==> src/mem_bus_pkg.sv <==
// memory read port definitions
`default_nettype none

package mem_bus_pkg;

  localparam int unsigned AddrWidth    = 32; // byte address
  localparam int unsigned MemDataWidth = 64; // one stream word plus a spare word

  typedef logic [AddrWidth-1:0] addr_t;

  // streamer to memory
  typedef struct packed {
    logic  req;     // read request
    addr_t add;     // word-aligned byte address
    logic  r_ready; // consumer can take a response
  } mem_req_t;

  // memory to streamer, byte n of r_data sits at add + n
  typedef struct packed {
    logic                    gnt;     // request accepted
    logic                    r_valid; // response data present
    logic [MemDataWidth-1:0] r_data;  // little-endian read word
  } mem_rsp_t;

endpackage

`default_nettype wire

==> src/streamer_pkg.sv <==
// biased source streamer definitions
`default_nettype none

package streamer_pkg;

  localparam int unsigned StreamWidth   = 32; // output word
  localparam int unsigned CntWidth      = 16; // beat and length counters
  localparam int unsigned OffWidth      = 2;  // byte inside a 4-byte word
  localparam int unsigned AddrFifoDepth = 2;
  localparam int unsigned OffFifoDepth  = 8;  // >= grants outstanding before pop

  typedef logic [OffWidth-1:0] offset_t;

  // control plane, held stable while the streamer works
  typedef struct packed {
    logic                 req_start;
    logic                 ignore_bias; // skip bias handshake and add
    mem_bus_pkg::addr_t   base_addr;
    logic [CntWidth-1:0]  tot_len;     // total beats
    logic [CntWidth-1:0]  d0_len;      // inner dimension length
    mem_bus_pkg::addr_t   d0_stride;   // inner step in bytes
    mem_bus_pkg::addr_t   d1_stride;   // outer step in bytes
  } src_ctrl_t;

  typedef struct packed {
    logic ready_start; // high in every idle cycle
    logic done;        // one-cycle pulse at the end
  } src_flags_t;

  typedef struct packed {
    logic               valid;
    mem_bus_pkg::addr_t data; // added to base_addr
  } bias_t;

  typedef struct packed {
    logic                   valid;
    logic [StreamWidth-1:0] data;
  } stream_t;

  typedef enum logic [1:0] {
    idle,
    working,
    draining
  } src_state_e;

endpackage

`default_nettype wire

==> src/stream_fifo.sv <==
// synchronous valid/ready FIFO
`default_nettype none

module stream_fifo #(
  parameter type         item_t = logic,
  parameter int unsigned Depth  = 2
) (
  input  wire        clk_i,
  input  wire        rst_ni,
  input  wire        push_valid_i,
  input  wire item_t push_data_i,
  output logic       push_ready_o,
  output logic       pop_valid_o,
  output item_t      pop_data_o,
  input  wire        pop_ready_i,
  output logic       empty_o
);

  item_t                     mem_q [Depth]; // storage, no reset
  logic [$clog2(Depth)-1:0]  wr_ptr_q;
  logic [$clog2(Depth)-1:0]  rd_ptr_q;
  logic [$clog2(Depth):0]    cnt_q;       // fill level 0..Depth
  logic                      push;
  logic                      pop;

  assign push_ready_o = cnt_q != Depth;   // not full
  assign pop_valid_o  = cnt_q != '0;
  assign empty_o      = cnt_q == '0;
  assign pop_data_o   = mem_q[rd_ptr_q];  // head of queue

  assign push = push_valid_i & push_ready_o;
  assign pop  = pop_valid_o & pop_ready_i;

  always_ff @(posedge clk_i or negedge rst_ni) begin
    if (!rst_ni) begin
      wr_ptr_q <= '0;
      rd_ptr_q <= '0;
      cnt_q    <= '0;
    end else begin
      if (push) begin
        wr_ptr_q <= (wr_ptr_q == Depth - 1) ? '0 : wr_ptr_q + 1'b1; // wrap at Depth
      end
      if (pop) begin
        rd_ptr_q <= (rd_ptr_q == Depth - 1) ? '0 : rd_ptr_q + 1'b1;
      end
      if (push && !pop) cnt_q <= cnt_q + 1'b1;
      else if (pop && !push) cnt_q <= cnt_q - 1'b1;
    end
  end

  always_ff @(posedge clk_i) begin
    if (push) mem_q[wr_ptr_q] <= push_data_i;
  end

  // a push refused while full must be offered again, else the item is lost
  push_retry_a: assert property (@(posedge clk_i) disable iff (!rst_ni)
    push_valid_i && !push_ready_o |=> push_valid_i)
    else $error("stream_fifo: push dropped while full");

  // consumer must not pop from an empty queue
  pop_empty_a: assert property (@(posedge clk_i) disable iff (!rst_ni)
    pop_ready_i |-> pop_valid_o)
    else $error("stream_fifo: pop while empty");

endmodule

`default_nettype wire

==> src/strided_addr_gen.sv <==
// two-dimensional strided address generator
`default_nettype none

module strided_addr_gen (
  input  wire                               clk_i,
  input  wire                               rst_ni,
  input  wire                               start_i,
  input  wire mem_bus_pkg::addr_t           base_i,
  input  wire [streamer_pkg::CntWidth-1:0]  tot_len_i,
  input  wire [streamer_pkg::CntWidth-1:0]  d0_len_i,
  input  wire mem_bus_pkg::addr_t           d0_stride_i,
  input  wire mem_bus_pkg::addr_t           d1_stride_i,
  output logic                              addr_valid_o,
  output mem_bus_pkg::addr_t                addr_o,
  input  wire                               addr_ready_i,
  output logic                              done_o
);

  mem_bus_pkg::addr_t                addr_q;      // current address
  mem_bus_pkg::addr_t                outer_q;     // start of current row
  mem_bus_pkg::addr_t                d0_stride_q;
  mem_bus_pkg::addr_t                d1_stride_q;
  logic [streamer_pkg::CntWidth-1:0] tot_len_q;
  logic [streamer_pkg::CntWidth-1:0] d0_len_q;
  logic [streamer_pkg::CntWidth-1:0] inner_q;     // index in row
  logic [streamer_pkg::CntWidth-1:0] count_q;     // addresses handed out
  logic                              active_q;
  logic                              done_q;
  logic                              accept;
  logic                              last;
  logic                              wrap;

  assign accept = active_q & addr_ready_i;
  assign last   = (count_q + 1'b1) == tot_len_q; // final address going out
  assign wrap   = (inner_q + 1'b1) == d0_len_q;  // end of inner dimension

  assign addr_valid_o = active_q;
  assign addr_o       = addr_q;
  assign done_o       = done_q;

  always_ff @(posedge clk_i or negedge rst_ni) begin
    if (!rst_ni) begin
      active_q <= 1'b0;
      done_q   <= 1'b0;
      inner_q  <= '0;
      count_q  <= '0;
    end else if (start_i) begin
      active_q <= tot_len_i != '0;
      done_q   <= tot_len_i == '0; // empty job finishes at once
      inner_q  <= '0;
      count_q  <= '0;
    end else if (accept) begin
      count_q <= count_q + 1'b1;
      inner_q <= wrap ? '0 : inner_q + 1'b1;
      if (last) begin
        active_q <= 1'b0;
        done_q   <= 1'b1; // visible the cycle after last accept
      end
    end
  end

  // address datapath and sampled configuration
  always_ff @(posedge clk_i) begin
    if (start_i) begin
      addr_q      <= base_i;
      outer_q     <= base_i;
      tot_len_q   <= tot_len_i;
      d0_len_q    <= d0_len_i;
      d0_stride_q <= d0_stride_i;
      d1_stride_q <= d1_stride_i;
    end else if (accept) begin
      if (wrap) begin
        outer_q <= outer_q + d1_stride_q; // next row
        addr_q  <= outer_q + d1_stride_q;
      end else begin
        addr_q  <= addr_q + d0_stride_q;
      end
    end
  end

  // offered address holds until taken
  addr_hold_a: assert property (@(posedge clk_i) disable iff (!rst_ni)
    addr_valid_o && !addr_ready_i |=> addr_valid_o && $stable(addr_o))
    else $error("strided_addr_gen: address withdrawn before accept");

endmodule

`default_nettype wire

==> src/source_realign.sv <==
// read response realignment onto the output stream
`default_nettype none

module source_realign (
  input  wire                         clk_i,
  input  wire                         rst_ni,
  input  wire                         off_push_i,
  input  wire streamer_pkg::offset_t  off_i,
  input  wire mem_bus_pkg::mem_rsp_t  mem_rsp_i,
  input  wire                         stream_ready_i,
  output streamer_pkg::stream_t       stream_o
);

  logic                                hold_valid_q; // stalled beat waiting
  logic [mem_bus_pkg::MemDataWidth-1:0] hold_data_q;
  logic [mem_bus_pkg::MemDataWidth-1:0] raw_data;
  streamer_pkg::offset_t               off_head;
  logic                                off_valid;
  logic                                beat_out;

  // byte offsets of granted reads, in grant order
  stream_fifo #(
    .item_t ( streamer_pkg::offset_t     ),
    .Depth  ( streamer_pkg::OffFifoDepth )
  ) offset_fifo_inst (
    .clk_i        ( clk_i      ),
    .rst_ni       ( rst_ni     ),
    .push_valid_i ( off_push_i ),
    .push_data_i  ( off_i      ),
    .push_ready_o (            ),
    .pop_valid_o  ( off_valid  ),
    .pop_data_o   ( off_head   ),
    .pop_ready_i  ( beat_out   ),
    .empty_o      (            )
  );

  assign raw_data = mem_rsp_i.r_valid ? mem_rsp_i.r_data : hold_data_q; // live data wins
  assign stream_o.valid = mem_rsp_i.r_valid | hold_valid_q;
  // four bytes starting at the offset
  assign stream_o.data  = raw_data[{off_head, 3'b000} +: streamer_pkg::StreamWidth];
  assign beat_out = stream_o.valid & stream_ready_i;

  always_ff @(posedge clk_i or negedge rst_ni) begin
    if (!rst_ni) begin
      hold_valid_q <= 1'b0;
    end else if (mem_rsp_i.r_valid && !stream_ready_i) begin
      hold_valid_q <= 1'b1; // consumer stalled, park it
    end else if (stream_ready_i) begin
      hold_valid_q <= 1'b0;
    end
  end

  always_ff @(posedge clk_i) begin
    if (mem_rsp_i.r_valid) hold_data_q <= mem_rsp_i.r_data;
  end

  // every response needs the offset pushed at its grant
  rsp_offset_a: assert property (@(posedge clk_i) disable iff (!rst_ni)
    mem_rsp_i.r_valid |-> off_valid)
    else $error("source_realign: response without a pending offset");

  // parked beat must not be overrun by a new response
  hold_overrun_a: assert property (@(posedge clk_i) disable iff (!rst_ni)
    hold_valid_q |-> !mem_rsp_i.r_valid)
    else $error("source_realign: response arrived over a held beat");

endmodule

`default_nettype wire

==> src/biased_source.sv <==
// biased source streamer top
`default_nettype none

module biased_source (
  input  wire                          clk_i,
  input  wire                          rst_ni,
  input  wire streamer_pkg::src_ctrl_t ctrl_i,
  input  wire streamer_pkg::bias_t     bias_i,
  output logic                         bias_ready_o,
  output mem_bus_pkg::mem_req_t        mem_req_o,
  input  wire mem_bus_pkg::mem_rsp_t   mem_rsp_i,
  input  wire                          stream_ready_i,
  output streamer_pkg::stream_t        stream_o,
  output streamer_pkg::src_flags_t     flags_o
);

  streamer_pkg::src_state_e          state_q, state_d;
  logic                              start;        // start accepted this cycle
  mem_bus_pkg::addr_t                base_biased;
  logic                              gen_valid, gen_ready, gen_done;
  mem_bus_pkg::addr_t                gen_addr;
  logic                              fifo_valid, fifo_empty, grant;
  mem_bus_pkg::addr_t                fifo_addr;
  logic [streamer_pkg::CntWidth-1:0] beat_cnt_q, tot_len_q;
  logic                              cnt_clr;

  assign start = (state_q == streamer_pkg::idle) & ctrl_i.req_start &
                 (ctrl_i.ignore_bias | bias_i.valid);
  assign bias_ready_o = start & ~ctrl_i.ignore_bias; // consume bias only when used
  assign base_biased  = ctrl_i.ignore_bias ? ctrl_i.base_addr
                                           : ctrl_i.base_addr + bias_i.data;

  strided_addr_gen addr_gen_inst (
    .clk_i        ( clk_i            ),
    .rst_ni       ( rst_ni           ),
    .start_i      ( start            ),
    .base_i       ( base_biased      ),
    .tot_len_i    ( ctrl_i.tot_len   ),
    .d0_len_i     ( ctrl_i.d0_len    ),
    .d0_stride_i  ( ctrl_i.d0_stride ),
    .d1_stride_i  ( ctrl_i.d1_stride ),
    .addr_valid_o ( gen_valid        ),
    .addr_o       ( gen_addr         ),
    .addr_ready_i ( gen_ready        ),
    .done_o       ( gen_done         )
  );

  stream_fifo #(
    .item_t ( mem_bus_pkg::addr_t         ),
    .Depth  ( streamer_pkg::AddrFifoDepth )
  ) addr_fifo_inst (
    .clk_i        ( clk_i      ),
    .rst_ni       ( rst_ni     ),
    .push_valid_i ( gen_valid  ),
    .push_data_i  ( gen_addr   ),
    .push_ready_o ( gen_ready  ),
    .pop_valid_o  ( fifo_valid ),
    .pop_data_o   ( fifo_addr  ),
    .pop_ready_i  ( grant      ),
    .empty_o      ( fifo_empty )
  );

  // request only with room downstream, so one response at most is held
  assign mem_req_o.req     = (state_q != streamer_pkg::idle) & fifo_valid & stream_ready_i;
  assign mem_req_o.add     = (state_q != streamer_pkg::idle) ? {fifo_addr[31:2], 2'b00} : '0;
  assign mem_req_o.r_ready = stream_ready_i;
  assign grant = mem_req_o.req & mem_rsp_i.gnt; // pops the address

  source_realign realign_inst (
    .clk_i          ( clk_i                                     ),
    .rst_ni         ( rst_ni                                    ),
    .off_push_i     ( grant                                     ),
    .off_i          ( fifo_addr[streamer_pkg::OffWidth-1:0]     ),
    .mem_rsp_i      ( mem_rsp_i                                 ),
    .stream_ready_i ( stream_ready_i                            ),
    .stream_o       ( stream_o                                  )
  );

  always_comb begin
    state_d             = state_q;
    flags_o.ready_start = 1'b0;
    flags_o.done        = 1'b0;
    cnt_clr             = 1'b0;
    case (state_q)
      streamer_pkg::idle: begin
        flags_o.ready_start = 1'b1;
        if (start) state_d = streamer_pkg::working;
      end
      streamer_pkg::working: begin
        if (gen_done) state_d = streamer_pkg::draining; // all addresses produced
      end
      streamer_pkg::draining: begin
        if (fifo_empty && beat_cnt_q == tot_len_q) begin
          state_d      = streamer_pkg::idle;
          flags_o.done = 1'b1;
          cnt_clr      = 1'b1;
        end
      end
      default: state_d = streamer_pkg::idle;
    endcase
  end

  always_ff @(posedge clk_i or negedge rst_ni) begin
    if (!rst_ni) begin
      state_q    <= streamer_pkg::idle;
      beat_cnt_q <= '0;
    end else begin
      state_q <= state_d;
      if (cnt_clr) beat_cnt_q <= '0;
      else if (stream_o.valid && stream_ready_i) beat_cnt_q <= beat_cnt_q + 1'b1;
    end
  end

  always_ff @(posedge clk_i) begin
    if (start) tot_len_q <= ctrl_i.tot_len; // job length for drain check
  end

  // no extra beat left on the stream at done
  done_drain_a: assert property (@(posedge clk_i) disable iff (!rst_ni)
    flags_o.done |-> !stream_o.valid)
    else $error("biased_source: done with a beat pending");

endmodule

`default_nettype wire

==> config.mk <==
export PLATFORM = sky130hd
export DESIGN_NAME = biased_source
export DESIGN_NICKNAME = d
export VERILOG_FILES = /design/src/mem_bus_pkg.sv /design/src/streamer_pkg.sv /design/src/stream_fifo.sv /design/src/strided_addr_gen.sv /design/src/source_realign.sv /design/src/biased_source.sv
export SDC_FILE = /design/constraint.sdc
export NUM_CORES = 1
export LEC_CHECK = 0
export BUFFER_PORTS_ARGS = -buffer_cell sky130_fd_sc_hd__buf_4
export CORE_MARGIN = 5
export CORE_UTILIZATION = 55
export CTS_CLUSTER_DIAMETER = 50
export DETAILED_ROUTE_END_ITERATION = 7
export HOLD_SLACK_MARGIN = 0.06
export PLACE_DENSITY = 0.81
export SYNTH_ARGS = -nofsm -noshare
export SYNTH_HDL_FRONTEND = slang
export SYNTH_HIERARCHICAL = 1
export SYNTH_SLANG_ARGS = --single-unit
==> constraint.sdc <==
create_clock -name clk_i -period 16.35 [get_ports clk_i]
set_input_delay 1.635 -clock clk_i [delete_from_list [all_inputs] [get_ports clk_i]]
set_output_delay 1.635 -clock clk_i [all_outputs]
set_load 0.05 [all_outputs]
==> reports/metrics.cfg, run 1 <==
[routing]
dr.pass1.iters=7
vias=16630
wl_per_cell_um=19.61
drtIter0Drc=1200
antenna_left=0
drc=0
vias_per_cell=5.985
wl_um=54490

[power]
leakagePower_nw=10.54
powerDensity_nw_per_um2=198.7
irDropWorstVdd_mv=0.08791
p_total_mw=5.197

[synthesis]
synth_warnings=6
netlist_instances=1966
synth.cell_area_sq_um=22270
avgSynthCellArea_sq_um=11.33

[die]
dieHeight_um=211.2
die_x_um=211.2
io_pins=302
rows=73
design.core.area_sq_um=39910
die_area_sq_um=44610
start_util_pct=55.79

[worst_setup_path]
reg2reg_slack_ns=12.12
crit_fanout=37
crit_top_cell=buf_4
worstSetupStartpoint=mem_rsp_i[64]
worstReg2RegStart=state_q[0]
cp-start-kind=primary input
crit_path_end=stream_o[9]
end_kind=output pin
crit_chain=buf_4 -> buf_4 -> mux4_2 -> mux2_2 -> buf_4
worstPathRequired_ns=14.71
r2r-end=addr_gen_inst/addr_o[2]
crit_type=primary input to output pin
critPathMaxStageDelay_ns=0.61
cp.arrival_ns=3.84
critPathSlowestCell=buf_4
r2r_cells=9

[clock_tree]
cts_resized=0
clkLatencyLatePin_ns=0.56
clk_pin_slew_worst_paths_ns=0.06
cts_tree=done
cts_sinks=379
ctsHtreeMaxLevel=2
numCtsBuffers=42
cts_setup_buffers=0
root_buffer=clkbuf_16
cts_hold_repair.buffers=0
cts_buffer_depth=3

[placed_design]
dp.cells=2700
port_buffers=291
gp_congestion=0.9352
hpwlAfterDp_um=40360

[cells_and_area]
fin_nets=2559
final_cells=2778
area.growth.synth_to_final_pct=17.44
final_util_pct=65.51
diodes=0
num-fill-cells=2934
layout-drive-gt1-share_pct=24.46

[grt]
grt_use_total_pct=23.66
grt_pass1_vias=16560
grt_start_max_net_pins=96
grt_pass1_wl_um=86220
antenna_found_initial=0
grt-ovfl-total=0

[timing]
finalCriticalPeriod_ns=5.476
setup_viol=0
max_freq_mhz=182.6
rsz0062_at_grt=no
hold_viol_final=0
finClkSkew_ns=0.02127
slew_headroom_pct=26.38
final_max_slew_viol_count=0
min_period_over_period_pct=33.49
fin_setup_tns_ns=0
worst_pin_slew_ns=1.104

[outcome]
outcome=finished clean

[job]
max-cap-violations=0

[worst_hold_path]
hp-class=flop to flop
min_delay_path_depth=1

stage by stage:
stage          worst slack, ns  hold WS (ns)  instance area [sq um]
4_1_cts                  10.84        0.4699                  26150
3_5_place_dp             10.84        0.4564                  24650
2_1_floorplan            9.577        0.4444                  22270
6_report                 10.87        0.4701                  26150
5_1_grt                  10.75        0.4837                  26150
3_3_place_gp             10.88        0.4527                  24650
critical path: cells and delay by family:
| family | cells | cell delay [ns] |
|---|---|---|
| multiplexers | 2 | 0.90 |
| buffers and inverters | 3 | 1.28 |
worst min-delay path by stage:
stage                                             from                            to  slack, ns
after global placement    realign_inst/hold_data_q[50]  realign_inst/hold_data_q[50]       0.45
after CTS                 realign_inst/hold_data_q[50]  realign_inst/hold_data_q[50]       0.47
after floorplan           realign_inst/hold_data_q[50]  realign_inst/hold_data_q[50]       0.44
after global routing       realign_inst/hold_data_q[5]   realign_inst/hold_data_q[5]       0.48
final                     realign_inst/hold_data_q[50]  realign_inst/hold_data_q[50]       0.47
after detailed placement  realign_inst/hold_data_q[50]  realign_inst/hold_data_q[50]       0.46
power breakdown:
| part | switching (mW) | internal [mW] |
|---|---|---|
| Clock | 0.397 | 0.602 |
| Combinational | 1.55 | 1.01 |
| Sequential | 0.216 | 1.42 |
layout by cell type, fill, tap and decap left out, types with 8 or more instances in the layout:
| cell | instances |
|---|---|
| and3_1 | 20 |
| ha_1 | 104 |
| nor4_1 | 13 |
| a21oi_1 | 128 |
| nor2_1 | 112 |
| o21a_1 | 14 |
| edfxtp_1 | 256 |
| o21bai_1 | 16 |
| nand2_1 | 163 |
| a211oi_1 | 16 |
| clkbuf_16 | 44 |
| buf_4 | 303 |
| nand4_1 | 31 |
| nor2b_1 | 42 |
| mux2_2 | 30 |
| xnor2_1 | 93 |
| xor2_1 | 73 |
| nor3_1 | 31 |
| a21o_1 | 41 |
| mux2_4 | 76 |
| and2_1 | 8 |
| inv_1 | 39 |
| nand2b_1 | 20 |
| dfrtp_1 | 66 |
| mux4_2 | 43 |
| o21ai_1 | 11 |
| o211ai_1 | 24 |
| o21ai_0 | 120 |
| dfxtp_1 | 56 |
| a31oi_1 | 22 |
| or4_1 | 9 |
| a211o_1 | 8 |
| nand3_1 | 54 |
| or3_1 | 17 |
area by class of cell:
cell class                 instances  area, sq um  share of cell area, %
multi-input combinational       1453        11080                  42.38
sequential                       379        10490                  40.10
timing repair buffer             303         2275                  8.699
clock buffer                      50         1144                  4.373
tap                              525        656.9                  2.512
clock inverter                    28        351.6                  1.345
inverter                          40        155.1                 0.5933
flip-flops by register name (all words and copies together), names as in the netlist, 32 cells and up:
name / count
addr_fifo_inst/mem_q: 64
realign_inst/hold_data_q: 56
addr_gen_inst/addr_o: 32
addr_gen_inst/d0_stride_q: 32
addr_gen_inst/d1_stride_q: 32
addr_gen_inst/outer_q: 32
routing by layer:
layer | wire length, um | vias to the layer above | global-route usage [%] | part of all wire, %
met5 | 0 | - | 0 | 0
met3 | 4465 | 109 | 3.772 | 8.2
met1 | 23290 | 7903 | 33.38 | 43
met2 | 25160 | 732 | 38.01 | 46
met4 | 1565 | 0 | 7.288 | 2.9
li1 | - | 7882 | - | -
No activity file was read; power rests on OpenSTA's default activity.
==> run 2: changes to the inputs <==
==> constraint.sdc (replaced) <==
create_clock -name clk_i -period 5.6 [get_ports clk_i]
set_input_delay 0.56 -clock clk_i [delete_from_list [all_inputs] [get_ports clk_i]]
set_output_delay 0.56 -clock clk_i [all_outputs]
set_load 0.05 [all_outputs]
==> reports/metrics.cfg, run 2 (synthesized netlist as in run 1, its figures left out) <==
[placed_design]
port_buffers=291
hpwlAfterDp_um=40440
dpl_cell_area_sq_um=24660
dp.cells=2700
gp_congestion=0.9258

[cells_and_area]
layout.area.seq_sq_um=10490
fin_area_sq_um=26060
num-fill-cells=2967
multi_input_area_sq_um=11080
largest_reg_flops=64
final_cells=2776
diodes=0
layout_commonest_cell=buf_4
fin_nets=2558
largestRegisters=addr_fifo_inst/mem_q x64, realign_inst/hold_data_q x56
top_register=addr_fifo_inst/mem_q
final_cell_mix=302 x buf_4, 256 x edfxtp_1, 163 x nand2_1
area.growth.synth_to_final_pct=17.04
layout-drive-gt1-share_pct=24.17

[die]
rows=73
io_pins=302
die_x_um=211.2
die_area_sq_um=44610
dieHeight_um=211.2
design.core.area_sq_um=39910
start_util_pct=55.79

[timing]
worst_pin_slew_ns=1.043
max_freq_mhz=250.2
rsz0062_at_grt=no
setup_viol=0
min_period_over_period_pct=71.38
fin_setup_tns_ns=0
timing.hold.ws_ns=0.1176
hold_viol_final=0
final_max_slew_viol_count=0
finalCriticalPeriod_ns=3.997
finClkSkew_ns=0.01992
slew_headroom_pct=29.58

[worst_setup_path]
end_kind=flop
worstSetupStartpoint=addr_gen_inst/outer_q[0]
crit_fanout=4
cp.arrival_ns=4.29
worstReg2RegStart=addr_gen_inst/outer_q[0]
cp-start-kind=flop
crit_type=flop to flop
worstPathRequired_ns=5.89

[clock_tree]
cts_tree=done
cts_buffer_depth=3
clk_pin_slew_worst_paths_ns=0.06
ctsHtreeMaxLevel=2
root_buffer=clkbuf_16
cts_sinks=379
cts_resized=0
clkLatencyLatePin_ns=0.55
numCtsBuffers=41
cts_setup_buffers=0
cts_hold_repair.buffers=0

[routing]
dr.pass1.iters=5
wl_um=54630
drc=0
drtIter0Drc=1210
vias=16640
wl_per_cell_um=19.68
antenna_left=0
vias_per_cell=5.996

[grt]
grt_pass1_wl_um=86180
grt_use_total_pct=23.74
grt_pass1_vias=16370
grt_start_max_net_pins=212
grt-ovfl-total=0
antenna_found_initial=1

[power]
irDropWorstVdd_mv=0.3309
powerDensity_nw_per_um2=577.3
leakagePower_nw=10.50

[worst_hold_path]
hp-class=primary input to async pin

[job]
max-cap-violations=0

[outcome]
outcome=finished clean

==> run 2: power breakdown <==
part | switching [mW] | internal, mW
clock | 1.13 | 1.65
sequential | 0.637 | 4.14
combinational | 4.51 | 2.96
==> run 2: per-layer routing <==
layer	track usage [%]	wire length (um)	vias up	share of wire, %
met1	33.31	23020	7987	42
met5	0	0	-	0
met4	6.707	1606	0	2.9
met2	38.74	25340	691	46
li1	-	-	7860	-
met3	3.668	4670	106	8.5
==> run 2: path summary, 6_finish.rpt <==
check / endpoint / slack [ns] / depth (start not counted)
max in group asynchronous: addr_fifo_inst/rd_ptr_q / 4.84 / 1
min in group clk_i: addr_gen_inst/d0_len_q[15] / 0.18 / 1
max reg2reg: addr_gen_inst/addr_o[30] / 1.60 / 12
min: addr_gen_inst/inner_q[9] / 0.12 / 1
min reg2reg: realign_inst/hold_data_q[55] / 0.47 / 1
max: addr_gen_inst/addr_o[30] / 1.60 / 12
==> run 2: worst max-delay path, cell delays in order (launching register included) <==
cell and delay [ns]:
edfxtp_1 0.37, ha_1 0.26, fa_1 0.43, a211o_1 0.31, o211ai_1 0.18, a2111oi_0 0.24
o2111ai_1 0.23, nand2_1 0.16, o41ai_1 0.57, o21ai_0 0.26, xnor2_1 0.31, o211ai_1 0.13
mux2_2 0.28
==> run 2: metrics by stage <==
step | power, mW | setup WS [ns] | utilization, %
2_1_floorplan | 10.31 | 0.6290 | -
6_report | 15.04 | 1.603 | 65.29
3_5_place_dp | 12.22 | 1.336 | 61.79
3_3_place_gp | 12.00 | 1.441 | 61.79
5_1_grt | 15.92 | 1.324 | 65.29
4_1_cts | 15.08 | 1.716 | 65.29
==> run 2: cell type report <==
type / count / area share [%]
sequential: 379 / 40.24
clock inverter: 24 / 1.258
multi-input combinational: 1453 / 42.52
timing repair buffer: 303 / 8.777
inverter: 40 / 0.5906
tap: 525 / 2.521
clock buffer: 52 / 4.095
